==> config.mk <==
export PLATFORM = sky130hd
export DESIGN_NAME = rv_decoder
export DESIGN_NICKNAME = d
export VERILOG_FILES = /design/src/design/rv_decode_pkg.sv /design/src/design/branch_unit.sv /design/src/design/imm_gen.sv /design/src/design/instr_classifier.sv /design/src/design/operand_stage.sv /design/src/design/rv_decoder.sv
export SDC_FILE = /design/constraint.sdc
export NUM_CORES = 1
export LEC_CHECK = 0
export BUFFER_PORTS_ARGS = -buffer_cell sky130_fd_sc_hd__buf_4
export CORE_MARGIN = 2
export CORE_UTILIZATION = 55
export CTS_BUF_LIST = sky130_fd_sc_hd__clkbuf_8
export CTS_CLUSTER_SIZE = 8
export DETAILED_ROUTE_END_ITERATION = 6
export MAX_ROUTING_LAYER = met4
export PLACE_DENSITY = 0.8
export SLEW_MARGIN = 20
export SYNTH_ARGS = -nofsm -noshare
export SYNTH_HDL_FRONTEND = slang
export SYNTH_HIERARCHICAL = 1
export SYNTH_SLANG_ARGS = --single-unit
==> constraint.sdc <==
create_clock -name clk -period 8.95 [get_ports clk]
set_input_delay 1.3425 -clock clk [delete_from_list [all_inputs] [get_ports clk]]
set_output_delay 1.3425 -clock clk [all_outputs]
set_load 0.02 [all_outputs]
==> src/design/rv_decode_pkg.sv <==
`default_nettype none

package rv_decode_pkg;

  typedef logic [31:0] word_t;
  typedef logic [4:0]  reg_idx_t;
  typedef logic [4:0]  exec_op_t;
  typedef logic [2:0]  imm_fmt_t;
  typedef logic [1:0]  pc_src_t;
  typedef logic [1:0]  opa_sel_t;
  typedef logic [2:0]  opb_sel_t;
  typedef logic [2:0]  branch_cond_t;

  localparam word_t PC_STEP = 32'd4;

  // execute operations, zero means nothing for execute
  localparam exec_op_t EXEC_NONE   = 5'd0;
  localparam exec_op_t EXEC_ADD    = 5'd1;
  localparam exec_op_t EXEC_SUB    = 5'd2;
  localparam exec_op_t EXEC_XOR    = 5'd3;
  localparam exec_op_t EXEC_OR     = 5'd4;
  localparam exec_op_t EXEC_AND    = 5'd5;
  localparam exec_op_t EXEC_SLL    = 5'd6;
  localparam exec_op_t EXEC_SLT    = 5'd7;
  localparam exec_op_t EXEC_SLTU   = 5'd8;
  localparam exec_op_t EXEC_SRL    = 5'd9;
  localparam exec_op_t EXEC_SRA    = 5'd10;
  localparam exec_op_t EXEC_MUL    = 5'd11;
  localparam exec_op_t EXEC_MULH   = 5'd12;
  localparam exec_op_t EXEC_MULHSU = 5'd13;
  localparam exec_op_t EXEC_MULHU  = 5'd14;
  localparam exec_op_t EXEC_DIV    = 5'd15;
  localparam exec_op_t EXEC_DIVU   = 5'd16;
  localparam exec_op_t EXEC_REM    = 5'd17;
  localparam exec_op_t EXEC_REMU   = 5'd18;
  localparam exec_op_t EXEC_LUI    = 5'd19;
  localparam exec_op_t EXEC_LB     = 5'd20;
  localparam exec_op_t EXEC_LH     = 5'd21;
  localparam exec_op_t EXEC_LW     = 5'd22;
  localparam exec_op_t EXEC_LBU    = 5'd23;
  localparam exec_op_t EXEC_LHU    = 5'd24;
  localparam exec_op_t EXEC_SB     = 5'd25;
  localparam exec_op_t EXEC_SH     = 5'd26;
  localparam exec_op_t EXEC_SW     = 5'd27;
  localparam exec_op_t EXEC_ECALL  = 5'd28;
  localparam exec_op_t EXEC_EBREAK = 5'd29;

  localparam imm_fmt_t IMM_NONE = 3'd0;
  localparam imm_fmt_t IMM_I    = 3'd1;
  localparam imm_fmt_t IMM_S    = 3'd2;
  localparam imm_fmt_t IMM_B    = 3'd3;
  localparam imm_fmt_t IMM_U    = 3'd4;
  localparam imm_fmt_t IMM_J    = 3'd5;

  localparam pc_src_t PC_SEQ    = 2'd0;
  localparam pc_src_t PC_JAL    = 2'd1;
  localparam pc_src_t PC_JALR   = 2'd2;
  localparam pc_src_t PC_BRANCH = 2'd3;

  localparam opa_sel_t OPA_REG  = 2'd0;
  localparam opa_sel_t OPA_PC   = 2'd1;
  localparam opa_sel_t OPA_IMM  = 2'd2;
  localparam opa_sel_t OPA_ZERO = 2'd3;

  localparam opb_sel_t OPB_REG   = 3'd0;
  localparam opb_sel_t OPB_IMM   = 3'd1;
  localparam opb_sel_t OPB_SHAMT = 3'd2;
  localparam opb_sel_t OPB_FOUR  = 3'd3;
  localparam opb_sel_t OPB_ZERO  = 3'd4;

  // branch conditions are the funct3 encodings
  localparam branch_cond_t BR_EQ  = 3'b000;
  localparam branch_cond_t BR_NE  = 3'b001;
  localparam branch_cond_t BR_LT  = 3'b100;
  localparam branch_cond_t BR_GE  = 3'b101;
  localparam branch_cond_t BR_LTU = 3'b110;
  localparam branch_cond_t BR_GEU = 3'b111;

  // major opcodes, instr[6:2]
  localparam logic [4:0] OPC_LOAD   = 5'b00000;
  localparam logic [4:0] OPC_STORE  = 5'b01000;
  localparam logic [4:0] OPC_BRANCH = 5'b11000;
  localparam logic [4:0] OPC_JAL    = 5'b11011;
  localparam logic [4:0] OPC_JALR   = 5'b11001;
  localparam logic [4:0] OPC_OP_IMM = 5'b00100;
  localparam logic [4:0] OPC_OP     = 5'b01100;
  localparam logic [4:0] OPC_LUI    = 5'b01101;
  localparam logic [4:0] OPC_AUIPC  = 5'b00101;
  localparam logic [4:0] OPC_SYSTEM = 5'b11100;

  localparam logic [6:0] F7_BASE   = 7'b0000000;
  localparam logic [6:0] F7_ALT    = 7'b0100000;
  localparam logic [6:0] F7_MULDIV = 7'b0000001;

endpackage

`default_nettype wire

==> src/design/branch_unit.sv <==
`timescale 1ns/10ps
`default_nettype none

module branch_unit import rv_decode_pkg::*; (
  input  word_t        fetch_pc,
  input  word_t        reg_rs1,
  input  word_t        reg_rs2,
  input  word_t        imm,
  input  pc_src_t      pc_src,
  input  branch_cond_t branch_cond,
  output word_t        next_pc
);

  logic  taken;
  word_t seq_pc;
  word_t rel_pc;
  word_t jalr_sum;

  assign seq_pc   = fetch_pc + PC_STEP;
  assign rel_pc   = fetch_pc + imm;
  assign jalr_sum = reg_rs1 + imm;

  always_comb begin
    case (branch_cond)
      BR_EQ:   taken = reg_rs1 == reg_rs2;
      BR_NE:   taken = reg_rs1 != reg_rs2;
      BR_LT:   taken = $signed(reg_rs1) < $signed(reg_rs2);
      BR_GE:   taken = $signed(reg_rs1) >= $signed(reg_rs2);
      BR_LTU:  taken = reg_rs1 < reg_rs2;
      BR_GEU:  taken = reg_rs1 >= reg_rs2;
      default: taken = 1'b0;
    endcase
  end

  always_comb begin
    case (pc_src)
      PC_JAL:    next_pc = rel_pc;
      // target lsb is dropped
      PC_JALR:   next_pc = {jalr_sum[31:1], 1'b0};
      PC_BRANCH: next_pc = taken ? rel_pc : seq_pc;
      default:   next_pc = seq_pc;
    endcase
  end

endmodule

`default_nettype wire

==> src/design/imm_gen.sv <==
`timescale 1ns/10ps
`default_nettype none

module imm_gen import rv_decode_pkg::*; (
  input  word_t    instr,
  input  imm_fmt_t imm_fmt,
  output word_t    imm
);

  word_t i_imm;
  word_t s_imm;
  word_t b_imm;
  word_t u_imm;
  word_t j_imm;

  // sign always from bit 31
  assign i_imm = {{20{instr[31]}}, instr[31:20]};
  assign s_imm = {{20{instr[31]}}, instr[31:25], instr[11:7]};
  assign b_imm = {{20{instr[31]}}, instr[7], instr[30:25], instr[11:8], 1'b0};
  assign u_imm = {instr[31:12], 12'b0};
  assign j_imm = {{12{instr[31]}}, instr[19:12], instr[20], instr[30:21], 1'b0};

  always_comb begin
    case (imm_fmt)
      IMM_I:   imm = i_imm;
      IMM_S:   imm = s_imm;
      IMM_B:   imm = b_imm;
      IMM_U:   imm = u_imm;
      IMM_J:   imm = j_imm;
      default: imm = '0;
    endcase
  end

endmodule

`default_nettype wire

==> src/design/instr_classifier.sv <==
`timescale 1ns/10ps
`default_nettype none

module instr_classifier import rv_decode_pkg::*; (
  input  word_t        instr,
  output exec_op_t     exec_op,
  output pc_src_t      pc_src,
  output branch_cond_t branch_cond,
  output opa_sel_t     opa_sel,
  output opb_sel_t     opb_sel,
  output imm_fmt_t     imm_fmt,
  output reg_idx_t     rd,
  output reg_idx_t     rs1,
  output reg_idx_t     rs2,
  output logic         valid_instr
);

  logic [4:0] opcode;
  logic [2:0] funct3;
  logic [6:0] funct7;
  logic       quad_ok;
  logic       known;
  logic       writes_rd;
  exec_op_t   alu_op;
  exec_op_t   mul_op;

  assign opcode  = instr[6:2];
  assign funct3  = instr[14:12];
  assign funct7  = instr[31:25];
  // only 32-bit encodings
  assign quad_ok = instr[1:0] == 2'b11;

  // register file reads straight from the fields
  assign rs1         = instr[19:15];
  assign rs2         = instr[24:20];
  assign branch_cond = funct3;

  // base alu op, shared by register and immediate forms
  always_comb begin
    case (funct3)
      3'b000:  alu_op = EXEC_ADD;
      3'b001:  alu_op = EXEC_SLL;
      3'b010:  alu_op = EXEC_SLT;
      3'b011:  alu_op = EXEC_SLTU;
      3'b100:  alu_op = EXEC_XOR;
      3'b101:  alu_op = (funct7 == F7_ALT) ? EXEC_SRA : EXEC_SRL;
      3'b110:  alu_op = EXEC_OR;
      default: alu_op = EXEC_AND;
    endcase
  end

  always_comb begin
    case (funct3)
      3'b000:  mul_op = EXEC_MUL;
      3'b001:  mul_op = EXEC_MULH;
      3'b010:  mul_op = EXEC_MULHSU;
      3'b011:  mul_op = EXEC_MULHU;
      3'b100:  mul_op = EXEC_DIV;
      3'b101:  mul_op = EXEC_DIVU;
      3'b110:  mul_op = EXEC_REM;
      default: mul_op = EXEC_REMU;
    endcase
  end

  always_comb begin
    exec_op   = EXEC_NONE;
    pc_src    = PC_SEQ;
    opa_sel   = OPA_REG;
    opb_sel   = OPB_REG;
    imm_fmt   = IMM_NONE;
    known     = 1'b0;
    writes_rd = 1'b1;
    if (quad_ok) begin
      case (opcode)
        OPC_LUI: begin
          exec_op = EXEC_LUI;
          imm_fmt = IMM_U;
          opa_sel = OPA_IMM;
          opb_sel = OPB_ZERO;
          known   = 1'b1;
        end
        OPC_AUIPC: begin
          exec_op = EXEC_ADD;
          imm_fmt = IMM_U;
          opa_sel = OPA_PC;
          opb_sel = OPB_IMM;
          known   = 1'b1;
        end
        OPC_JAL, OPC_JALR: begin
          // link value is pc + 4, computed by execute
          exec_op = EXEC_ADD;
          pc_src  = (opcode == OPC_JAL) ? PC_JAL : PC_JALR;
          imm_fmt = (opcode == OPC_JAL) ? IMM_J : IMM_I;
          opa_sel = OPA_PC;
          opb_sel = OPB_FOUR;
          known   = (opcode == OPC_JAL) || (funct3 == 3'b000);
        end
        OPC_BRANCH: begin
          pc_src    = PC_BRANCH;
          imm_fmt   = IMM_B;
          opa_sel   = OPA_ZERO;
          opb_sel   = OPB_ZERO;
          writes_rd = 1'b0;
          // funct3 010 and 011 are reserved
          known     = funct3[2:1] != 2'b01;
        end
        OPC_LOAD: begin
          imm_fmt = IMM_I;
          opb_sel = OPB_IMM;
          case (funct3)
            3'b000:  exec_op = EXEC_LB;
            3'b001:  exec_op = EXEC_LH;
            3'b010:  exec_op = EXEC_LW;
            3'b100:  exec_op = EXEC_LBU;
            3'b101:  exec_op = EXEC_LHU;
            default: exec_op = EXEC_NONE;
          endcase
          known = exec_op != EXEC_NONE;
        end
        OPC_STORE: begin
          imm_fmt   = IMM_S;
          writes_rd = 1'b0;
          case (funct3)
            3'b000:  exec_op = EXEC_SB;
            3'b001:  exec_op = EXEC_SH;
            3'b010:  exec_op = EXEC_SW;
            default: exec_op = EXEC_NONE;
          endcase
          known = exec_op != EXEC_NONE;
        end
        OPC_OP_IMM: begin
          imm_fmt = IMM_I;
          opb_sel = OPB_IMM;
          exec_op = alu_op;
          if (funct3 == 3'b001) begin
            opb_sel = OPB_SHAMT;
            exec_op = (funct7 == F7_BASE) ? alu_op : EXEC_NONE;
          end else if (funct3 == 3'b101) begin
            opb_sel = OPB_SHAMT;
            exec_op = (funct7 == F7_BASE || funct7 == F7_ALT) ? alu_op : EXEC_NONE;
          end
          known = exec_op != EXEC_NONE;
        end
        OPC_OP: begin
          // imm only feeds mem_addr here
          imm_fmt = IMM_I;
          case (funct7)
            F7_BASE:   exec_op = alu_op;
            F7_ALT:    exec_op = (funct3 == 3'b000) ? EXEC_SUB :
                                 (funct3 == 3'b101) ? alu_op : EXEC_NONE;
            F7_MULDIV: exec_op = mul_op;
            default:   exec_op = EXEC_NONE;
          endcase
          known = exec_op != EXEC_NONE;
        end
        OPC_SYSTEM: begin
          imm_fmt = IMM_I;
          exec_op = (|instr[31:20]) ? EXEC_EBREAK : EXEC_ECALL;
          // csr forms fail here on funct3
          known   = funct3 == 3'b000 && instr[19:15] == 5'd0 && instr[11:7] == 5'd0;
        end
        default: known = 1'b0;
      endcase
    end
    if (!known) begin
      exec_op   = EXEC_NONE;
      pc_src    = PC_SEQ;
      opa_sel   = OPA_REG;
      opb_sel   = OPB_REG;
      imm_fmt   = IMM_NONE;
      writes_rd = 1'b0;
    end
  end

  assign rd          = writes_rd ? instr[11:7] : '0;
  assign valid_instr = known;

endmodule

`default_nettype wire

==> src/design/operand_stage.sv <==
`timescale 1ns/10ps
`default_nettype none

module operand_stage import rv_decode_pkg::*; (
  input  logic     clk,
  input  logic     reset,
  input  word_t    fetch_pc,
  input  word_t    reg_rs1,
  input  word_t    reg_rs2,
  input  word_t    imm,
  input  word_t    next_pc,
  input  opa_sel_t opa_sel,
  input  opb_sel_t opb_sel,
  input  exec_op_t exec_op,
  input  reg_idx_t rd,
  input  logic     valid_instr,
  output word_t    pc,
  output word_t    mem_addr,
  output word_t    op_a,
  output word_t    op_b,
  output reg_idx_t out_rd,
  output exec_op_t out_exec_op,
  output logic     out_valid
);

  word_t op_a_d;
  word_t op_b_d;
  word_t addr_d;

  always_comb begin
    case (opa_sel)
      OPA_REG: op_a_d = reg_rs1;
      OPA_PC:  op_a_d = fetch_pc;
      OPA_IMM: op_a_d = imm;
      default: op_a_d = '0;
    endcase
  end

  always_comb begin
    case (opb_sel)
      OPB_REG:   op_b_d = reg_rs2;
      OPB_IMM:   op_b_d = imm;
      // shamt sits in the low five immediate bits
      OPB_SHAMT: op_b_d = {27'b0, imm[4:0]};
      OPB_FOUR:  op_b_d = PC_STEP;
      default:   op_b_d = '0;
    endcase
  end

  // address is formed for every instruction, execute ignores it
  // unless it is a load or store
  assign addr_d = reg_rs1 + imm;

  always_ff @(posedge clk) begin
    if (reset) begin
      pc          <= '0;
      mem_addr    <= '0;
      op_a        <= '0;
      op_b        <= '0;
      out_rd      <= '0;
      out_exec_op <= EXEC_NONE;
      out_valid   <= 1'b0;
    end else begin
      pc          <= next_pc;
      mem_addr    <= addr_d;
      op_a        <= op_a_d;
      op_b        <= op_b_d;
      out_rd      <= rd;
      out_exec_op <= exec_op;
      out_valid   <= valid_instr;
    end
  end

endmodule

`default_nettype wire

==> src/design/rv_decoder.sv <==
`timescale 1ns/10ps
`default_nettype none

module rv_decoder import rv_decode_pkg::*; (
  input  logic     clk,
  input  logic     reset,
  input  word_t    instr,
  input  word_t    fetch_pc,
  input  word_t    reg_rs1,
  input  word_t    reg_rs2,
  output reg_idx_t rs1,
  output reg_idx_t rs2,
  output word_t    pc,
  output word_t    mem_addr,
  output word_t    op_a,
  output word_t    op_b,
  output reg_idx_t rd,
  output exec_op_t exec_op,
  output logic     valid_instr
);

  exec_op_t     dec_exec_op;
  pc_src_t      dec_pc_src;
  branch_cond_t dec_branch_cond;
  opa_sel_t     dec_opa_sel;
  opb_sel_t     dec_opb_sel;
  imm_fmt_t     dec_imm_fmt;
  reg_idx_t     dec_rd;
  logic         dec_valid;
  word_t        imm;
  word_t        next_pc;

  // rs1/rs2 leave combinationally for the register file
  instr_classifier u_classifier (
    .instr       (instr),
    .exec_op     (dec_exec_op),
    .pc_src      (dec_pc_src),
    .branch_cond (dec_branch_cond),
    .opa_sel     (dec_opa_sel),
    .opb_sel     (dec_opb_sel),
    .imm_fmt     (dec_imm_fmt),
    .rd          (dec_rd),
    .rs1         (rs1),
    .rs2         (rs2),
    .valid_instr (dec_valid)
  );

  imm_gen u_imm_gen (
    .instr   (instr),
    .imm_fmt (dec_imm_fmt),
    .imm     (imm)
  );

  branch_unit u_branch (
    .fetch_pc    (fetch_pc),
    .reg_rs1     (reg_rs1),
    .reg_rs2     (reg_rs2),
    .imm         (imm),
    .pc_src      (dec_pc_src),
    .branch_cond (dec_branch_cond),
    .next_pc     (next_pc)
  );

  operand_stage u_operands (
    .clk         (clk),
    .reset       (reset),
    .fetch_pc    (fetch_pc),
    .reg_rs1     (reg_rs1),
    .reg_rs2     (reg_rs2),
    .imm         (imm),
    .next_pc     (next_pc),
    .opa_sel     (dec_opa_sel),
    .opb_sel     (dec_opb_sel),
    .exec_op     (dec_exec_op),
    .rd          (dec_rd),
    .valid_instr (dec_valid),
    .pc          (pc),
    .mem_addr    (mem_addr),
    .op_a        (op_a),
    .op_b        (op_b),
    .out_rd      (rd),
    .out_exec_op (exec_op),
    .out_valid   (valid_instr)
  );

endmodule

`default_nettype wire

==> run metrics, run 1 <==
status=complete, no violations; Area growth, synth to finish=19.6%; RSZ-0062 raised after global routing=no; initial core utilization=55.9%; Max Slew Vio Count=0; Die Wd=approximately 160 µm; post-CTS sizing=0; FILL cells=2050; CTS Buffer Depth=2; row count=56; ys async rst share=0%; routability cong.=approximately 1.1; Vias/cell=between 6 and 7; Synth cell types=91; post-synth design cell area=13100 µm²; Initial DRC Count=~1600; most frequent cells in the layout=buf_4, nor2_1, a21oi_1; chip height=between 150 and 200 µm; Sequential Area=roughly 2800 µm²; post-CTS setup buffers=0; CTS Sinks=~140; Cell Area, Placed=about 15000 µm²; CP arrival=about 8.0 ns; nets=about 2200; H-tree depth=4; crit path kind=primary input to register; min Tclk post-route=between 7 and 8 ns; io pins=279; cells after synthesis=roughly 1700; Hold Buf Count CTS=0; die area=between 20000 and 30000 µm²; CTS tree=built; HPWL Detailed=between 40000 and 50000 µm; total negative slack=0 ns; syn_area_per_cell=7.63 µm²; type of the most critical hold path=primary input to register; gr ovfl total=0; layout cell share with drive strength beyond 1=19.4%; Num CTS Buffers=17; period utilization=a little under nine tenths; Worst setup EP type=register; Yosys reg bits=about 140; Leakage=just over 0.007 µW; CORE AREA=23500 µm²; largest vdd supply drop=~86 µV; PwrDens=between 100 and 150 nW/µm²; Hold Vio Cnt, Final=0; Slew @ Worst Pin=between 1 and 1.5 ns; vias in the first global route=13500; CTS clk-pin slew, worst paths=between 0.1 and 0.15 ns; multi-input logic area=between 9000 and 10000 µm²; sequential fraction of the synthesis area=about a fifth; GRT Util Overall=42.0%; largest net degree at the start of global routing=between 60 and 70; YS warnings=6; Vias=approximately 15000; initial antenna violation count=1; commonest non-fill, non-tap cell in the layout=buf_4; routed len/inst=23.0 µm; cell area after layout=15700 µm²; number of nets with antenna violations after routing=0; Top FF cell, synth=dfxtp_1; DRC=0; CTS Root Buffer Type=clkbuf_8; count of final setup violators=0; Post-synth EDFFs=0; Pre-antenna DRT Iters=6; Setup crit start kind=primary input; maxcap violations=0; global-route wire length before repair=~78000 µm; Total Routed Length=approximately 52000 µm; Net Count, Synth=1983; # port buffers=about 280; crit path max fanout=19; worst relative slew slack=a little under a third; fmax=roughly 0.13 GHz; Required @ worst endpoint=9.29 ns
[area by class of cell]
type	instances	area share (%)
multi-input combinational	1427	61.5
sequential	139	17.7
timing repair buffer	298	14.3
tap	319	2.54
clock buffer	17	1.49
inverter	62	1.48
clock inverter	15	0.981
antenna	1	0.0160
[power by group]
| group | switching, µW | internal [µW] | total (µW) |
|---|---|---|---|
| logic | 305 | 198 | 504 |
| clock network | 320 | 208 | 529 |
| registers | 10.3 | 653 | 663 |
[worst max-delay path: stages]
cell,delay (ns)
buf_4,0.15
inv_1,0.10
ha_1,0.51
nand2_2,0.23
a2111oi_1,0.48
a311oi_2,0.08
nand4_1,0.20
a2111oi_4,0.09
buf_4,0.22
a211oi_1,0.88
nor2_1,0.18
nor3b_2,0.53
a21o_1,0.29
ha_1,0.32
a211oi_1,0.25
nand2_1,0.09
or3_1,0.40
a211o_1,0.33
a31o_2,0.29
a311o_1,0.39
a31oi_1,0.21
xor2_1,0.17
a21oi_1,0.08
nor2b_1,0.16
[flip-flops by register name (all words and copies together), names as in the netlist]
| register | cells |
|---|---|
| u_operands/op_a | 32 |
| u_operands/pc | 32 |
| u_operands/out_exec_op | 5 |
| u_operands/op_b | 32 |
| u_operands/out_rd | 5 |
| u_operands/mem_addr | 32 |
| u_operands/out_valid | 1 |
[through the flow]
step / utilization [%] / total power (µW) / std cells / hold slack (ns) / setup slack [ns]
2_1_floorplan: - / 958 / 1720 / 1.48 / 2.32
5_1_grt: 66.8 / 1760 / 2278 / 1.14 / 1.01
6_report: 66.8 / 1700 / 2278 / 1.14 / 1.29
3_3_place_gp: 65.2 / 1160 / 2245 / 1.60 / 1.15
4_1_cts: 66.8 / 1690 / 2277 / 1.13 / 1.52
3_5_place_dp: 65.2 / 1170 / 2245 / 1.61 / 1.05
[worst paths after layout]
kind | depth (start not counted) | startpoint | end
max | 24 | instr[13] | u_operands/pc[30]
min | 3 | reg_rs2[25] | u_operands/op_b[25]
[synthesized netlist by cell type, drive strengths merged (39+ instances only)]
cell / number / area [µm²]
xor2: 50 / 438
ha: 130 / 1630
a21o: 47 / 353
inv: 62 / 233
clkbuf: 53 / 199
dfxtp: 139 / 2780
nand2: 114 / 430
nor3: 45 / 275
nor2b: 73 / 467
a21oi: 159 / 800
buf: 39 / 295
nor2: 230 / 871
o21ai: 95 / 475
mux2i: 50 / 500
xnor2: 51 / 447
[routing by layer]
| layer | track usage, % | routed length [µm] |
|---|---|---|
| met4 | 18.5 | 2540 |
| met2 | 64.5 | 23100 |
| met5 | - | 0 |
| met3 | 7.81 | 5990 |
| met1 | 54.1 | 20800 |
[cells by family (layout without fill, tap and decap cells)]
kind of cell	Yosys count	in the layout	share of synthesized area [%]
buffers and inverters	154	392	5.54
XOR/XNOR	101	101	6.74
other	0	1	0
AO/OA/AOI/OAI	502	502	25.3
AND/OR/NAND/NOR	638	638	24.3
adder cells (fa/ha/maj)	133	133	12.9
flip-flops	139	139	21.2
multiplexers	53	53	4.07
Note: power is estimated with default switching activity, not from simulation.
==> run 2: changes to the inputs <==
==> constraint.sdc (replaced) <==
create_clock -name clk -period 8.95 [get_ports clk]
set_input_delay 0.4475 -clock clk [delete_from_list [all_inputs] [get_ports clk]]
set_output_delay 0.4475 -clock clk [all_outputs]
set_load 0.02 [all_outputs]
==> run metrics, run 2 (same netlist as run 1, synthesis figures left out) <==
routed len/inst=around 22 µm; number of nets with antenna violations after routing=0; period utilization=72.9%; hold_sp=reg_rs2[23]; largest vdd supply drop=77.7 µV; Pre-antenna DRT Iters=6; type of the most critical hold path=primary input to register; Die Wd=around 160 µm; Worst Hold Slack=about 0.23 ns; total internal power=between 1000 and 1500 µW; gr ovfl total=0; nets=~2200; Max Slew Vio Count=0; vias in the first global route=13500; Net Sw Frac=between 30% and 40%; RSZ-0062 raised after global routing=no; Hold Buf Count CTS=0; die area=25100 µm²; Worst Hold Depth=3; Slew @ Worst Pin=~1.1 ns; fmax=about 0.15 GHz; PwrDens=between 100 and 150 nW/µm²; Total Routed Length=between 50000 and 60000 µm; worst relative slew slack=between 20% and 30%; Setup crit start kind=primary input; CP arrival=6.88 ns; CTS Sinks=around 140; most frequent cells in the layout=buf_4, nor2_1, a21oi_1; initial antenna violation count=1; Reg power frac=38.9%; CORE AREA=approximately 23000 µm²; largest net degree at the start of global routing=65; post-CTS sizing=0; row count=between 50 and 60; CTS Buffer Depth=2; Clock Power Share=31.7%; Initial DRC Count=~1600; routability cong.=roughly 1.1; status=complete, no violations; crit path max fanout=13; Num CTS Buffers=17; CTS Root Buffer Type=clkbuf_8; CTS clk-pin slew, worst paths=about 0.1 ns; HPWL Detailed=~40000 µm; Vias=around 15000; count of final setup violators=0; hold path endpoint=u_operands/op_b[23]; chip height=between 150 and 200 µm; initial core utilization=a little under three fifths; DRC=0; Worst setup EP type=register; layout cell share with drive strength beyond 1=between 10% and 20%; # port buffers=between 200 and 300; total negative slack=0 ns; io pins=279; post-CTS setup buffers=0; Leakage=0.00715 µW; maxcap violations=0; Area growth, synth to finish=19.5%; Hold Vio Cnt, Final=0; global-route wire length before repair=approximately 76000 µm; min Tclk post-route=approximately 6.5 ns; commonest non-fill, non-tap cell in the layout=buf_4; Comb power frac=between 20 and 30%; Vias/cell=~6.4; GRT Util Overall=41.0%; Required @ worst endpoint=a little over 9 ns; NetSw=622 µW; H-tree depth=4; crit path kind=primary input to register; CTS tree=built
## run 2: worst max path at each step
| stage | cells past startpoint | endpoint | startpoint | slack, ns |
|---|---|---|---|---|
| 2_1_floorplan | 25 | u_operands/pc[30] | instr[12] | 3.21 |
| 3_3_place_gp | 23 | u_operands/pc[30] | instr[13] | 2.30 |
| 3_5_place_dp | 23 | u_operands/pc[30] | instr[13] | 2.11 |
| 4_1_cts | 23 | u_operands/pc[30] | instr[13] | 2.59 |
| 5_1_grt | 23 | u_operands/pc[28] | instr[13] | 1.87 |
| 6_report | 23 | u_operands/pc[30] | instr[13] | 2.42 |
## run 2: layout make-up
| type | count | area (µm²) |
|---|---|---|
| multi-input cells | 1427 | 9650 |
| fillers | 2022 | 7800 |
| flip-flops and latches | 139 | 2780 |
| repair buffers | 296 | 2220 |
| well taps | 319 | 399 |
| clock buffers | 17 | 234 |
| inverters | 62 | 233 |
| clock inverters | 15 | 153 |
| diodes | 1 | 2.50 |
## run 2: metrics by stage
stage | cells | util [%] | total power (µW) | setup WS, ns | cell area, µm²
floorplan | 1720 | - | 958 | 3.21 | 13100
global placement | 2243 | 65.1 | 1160 | 2.30 | 15300
detailed placement | 2243 | 65.1 | 1160 | 2.11 | 15300
CTS | 2275 | 66.8 | 1700 | 2.59 | 15700
global route | 2276 | 66.8 | 1770 | 1.87 | 15700
finish | 2276 | 66.8 | 1700 | 2.42 | 15700
## run 2: power groups by stage
| stage | sequential, µW | clock [µW] | combinational [µW] |
|---|---|---|---|
| floorplan | 720 | 0 | 238 |
| global placement | 676 | 0 | 481 |
| detailed placement | 677 | 0 | 484 |
| CTS | 663 | 546 | 487 |
| global route | 665 | 567 | 533 |
| finish | 662 | 540 | 500 |
## run 2: metal layers
| layer | up-vias | GRT usage, % | part of all wire (%) |
|---|---|---|---|
| met5 | - | - | 0 |
| met4 | 0 | 22.1 | 5.7 |
| met3 | 199 | 9.01 | 11 |
| met2 | 983 | 62.3 | 44 |
| met1 | 6683 | 50.8 | 39 |
| li1 | 6689 | - | - |
## run 2: critical path, cell delays in order
cell       delay [ns]
buf_4            0.14
inv_1            0.10
ha_1             0.54
nand2_2          0.24
a2111oi_1        0.48
a311oi_2         0.09
nand4_1          0.20
a2111oi_4        0.12
a211oi_1         0.82
nor2_1           0.19
nor3b_2          0.49
a21o_1           0.31
ha_1             0.33
a211oi_1         0.25
nand2_1          0.09
or3_1            0.41
a211o_1          0.33
a31o_2           0.30
a311o_1          0.39
a31oi_1          0.20
xor2_1           0.16
a21oi_1          0.07
nor2b_1          0.16
==> run 3: changes to the inputs <==
CORE_UTILIZATION = 52   (was 55)
clock period = 6 ns   (was 8.95 ns; I/O delays follow)
==> run metrics, run 3 (same netlist as run 1, synthesis figures left out) <==
H-tree depth=4; # port buffers=278; die area=26500 µm²; Initial DRC Count=about 1700; nets=2279; CTS Sinks=roughly 140; PwrDens=around 160 nW/µm²; Num CTS Buffers=17; status=complete, no violations; most frequent cells in the layout=buf_4, nor2_1, a21oi_1; Area growth, synth to finish=23.7%; delay-heaviest family, CP=simple AND/OR/NAND/NOR gates; CTS Buffer Depth=2; vias in the first global route=13300; number of nets with antenna violations after routing=0; Worst Hold Depth=3; Pre-antenna DRT Iters=6; FILL cells=2246; Setup WS post-layout=around 0.32 ns; hold path endpoint=u_operands/op_b[25]; routed len/inst=~23 µm; count of final setup violators=0; crit path kind=primary input to register; Leakage=around 0.0075 µW; Total Routed Length=around 54000 µm; total negative slack=0 ns; row count=58; GRT Util Overall=roughly two fifths; CTS Root Buffer Type=clkbuf_8; period utilization=between 90% and 100%; DRC=0; crit path max fanout=9; gr ovfl total=0; Vias/cell=roughly 6.3; largest vdd supply drop=~130 µV; CTS clk-pin slew, worst paths=0.11 ns; largest net degree at the start of global routing=67; Setup crit start kind=primary input; Hold Vio Cnt, Final=0; HPWL Detailed=42900 µm; Vias=between 10000 and 15000; Slew @ Worst Pin=about 1.1 ns; hold_sp=reg_rs2[25]; CP bufs+invs=5; type of the most critical hold path=primary input to register; Required @ worst endpoint=between 6 and 7 ns; CORE AREA=about 25000 µm²; maxcap violations=0; commonest non-fill, non-tap cell in the layout=buf_4; layout cell share with drive strength beyond 1=between 20% and 30%; Cell Area, Placed=around 16000 µm²; Max stage delay on crit path=between 0.5 and 0.6 ns; Antenna Cells=0; Worst path most repeated cell=buf_4; pre-CTS WS=about 0.061 ns; initial antenna violation count=0; Slowest-stage cell, CP=a2111oi_4; Die Wd=163 µm; routability cong.=1.07; initial core utilization=52.5%; RSZ-0062 raised after global routing=no; CP arrival=6.02 ns; Max Slew Vio Count=0; fmax=0.176 GHz; CTS tree=built; io pins=roughly 280; Worst setup EP type=register; worst relative slew slack=28.7%; chip height=163 µm; cell area after layout=roughly 16000 µm²; min Tclk post-route=5.68 ns; global-route wire length before repair=around 79000 µm
run 3: what timing repair did:
item                                    in CTS  in global routing
setup buffers                                0                  0
endpoints found under the setup margin       0                  7
hold buffers                                 0                  0
resized for setup                            0                  1
run 3: worst max-delay path by stage:
stage,depth (start not counted),endpoint,from,slack (ns)
2_1_floorplan,25,u_operands/pc[30],instr[12],0.41
3_3_place_gp,26,u_operands/pc[31],instr[13],0.04
3_5_place_dp,26,u_operands/pc[31],instr[13],0.06
4_1_cts,26,u_operands/pc[31],instr[13],0.50
5_1_grt,24,u_operands/pc[30],instr[13],0.05
6_report,26,u_operands/pc[31],instr[13],0.32
run 3: worst min-delay path, stage by stage:
cell,delay [ns]
buf_4,0.09
a22oi_1,0.07
nor2_1,0.08
run 3: stage by stage:
| stage | util, % | hold slack (ns) | power (µW) | std cells |
|---|---|---|---|---|
| 4_1_cts | 65.0 | 0.0778 | 2530 | 2359 |
| 6_report | 65.0 | 0.0954 | 2540 | 2359 |
| 3_5_place_dp | 63.5 | 0.567 | 1760 | 2327 |
| 5_1_grt | 65.0 | 0.0969 | 2630 | 2359 |
| 3_3_place_gp | 63.5 | 0.561 | 1750 | 2327 |
| 2_1_floorplan | - | 0.439 | 1430 | 1720 |
run 3: layer usage:
layer | part of all wire, % | wire length, µm | global-route usage (%) | up-vias
li1 | - | - | - | 6812
met1 | 43 | 23100 | 54.7 | 7020
met2 | 43 | 23300 | 60.4 | 914
met3 | 9.8 | 5290 | 6.24 | 132
met4 | 4.1 | 2210 | 15.8 | 0
met5 | 0 | 0 | - | -
run 3: area by class of cell:
class	count	area [µm²]	area share, %
inverter	62	233	1.43
clock buffer	18	248	1.53
tap	330	413	2.55
timing repair buffer	369	2770	17.1
clock inverter	14	121	0.748
sequential	139	2780	17.2
multi-input combinational	1427	9650	59.5
run 3: power breakdown:
| group | total (µW) | internal, µW | switching, µW |
|---|---|---|---|
| combinational | 768 | 309 | 459 |
| clock | 782 | 314 | 468 |
| sequential | 989 | 973 | 15.7 |
| total | 2540 | 1600 | 942 |
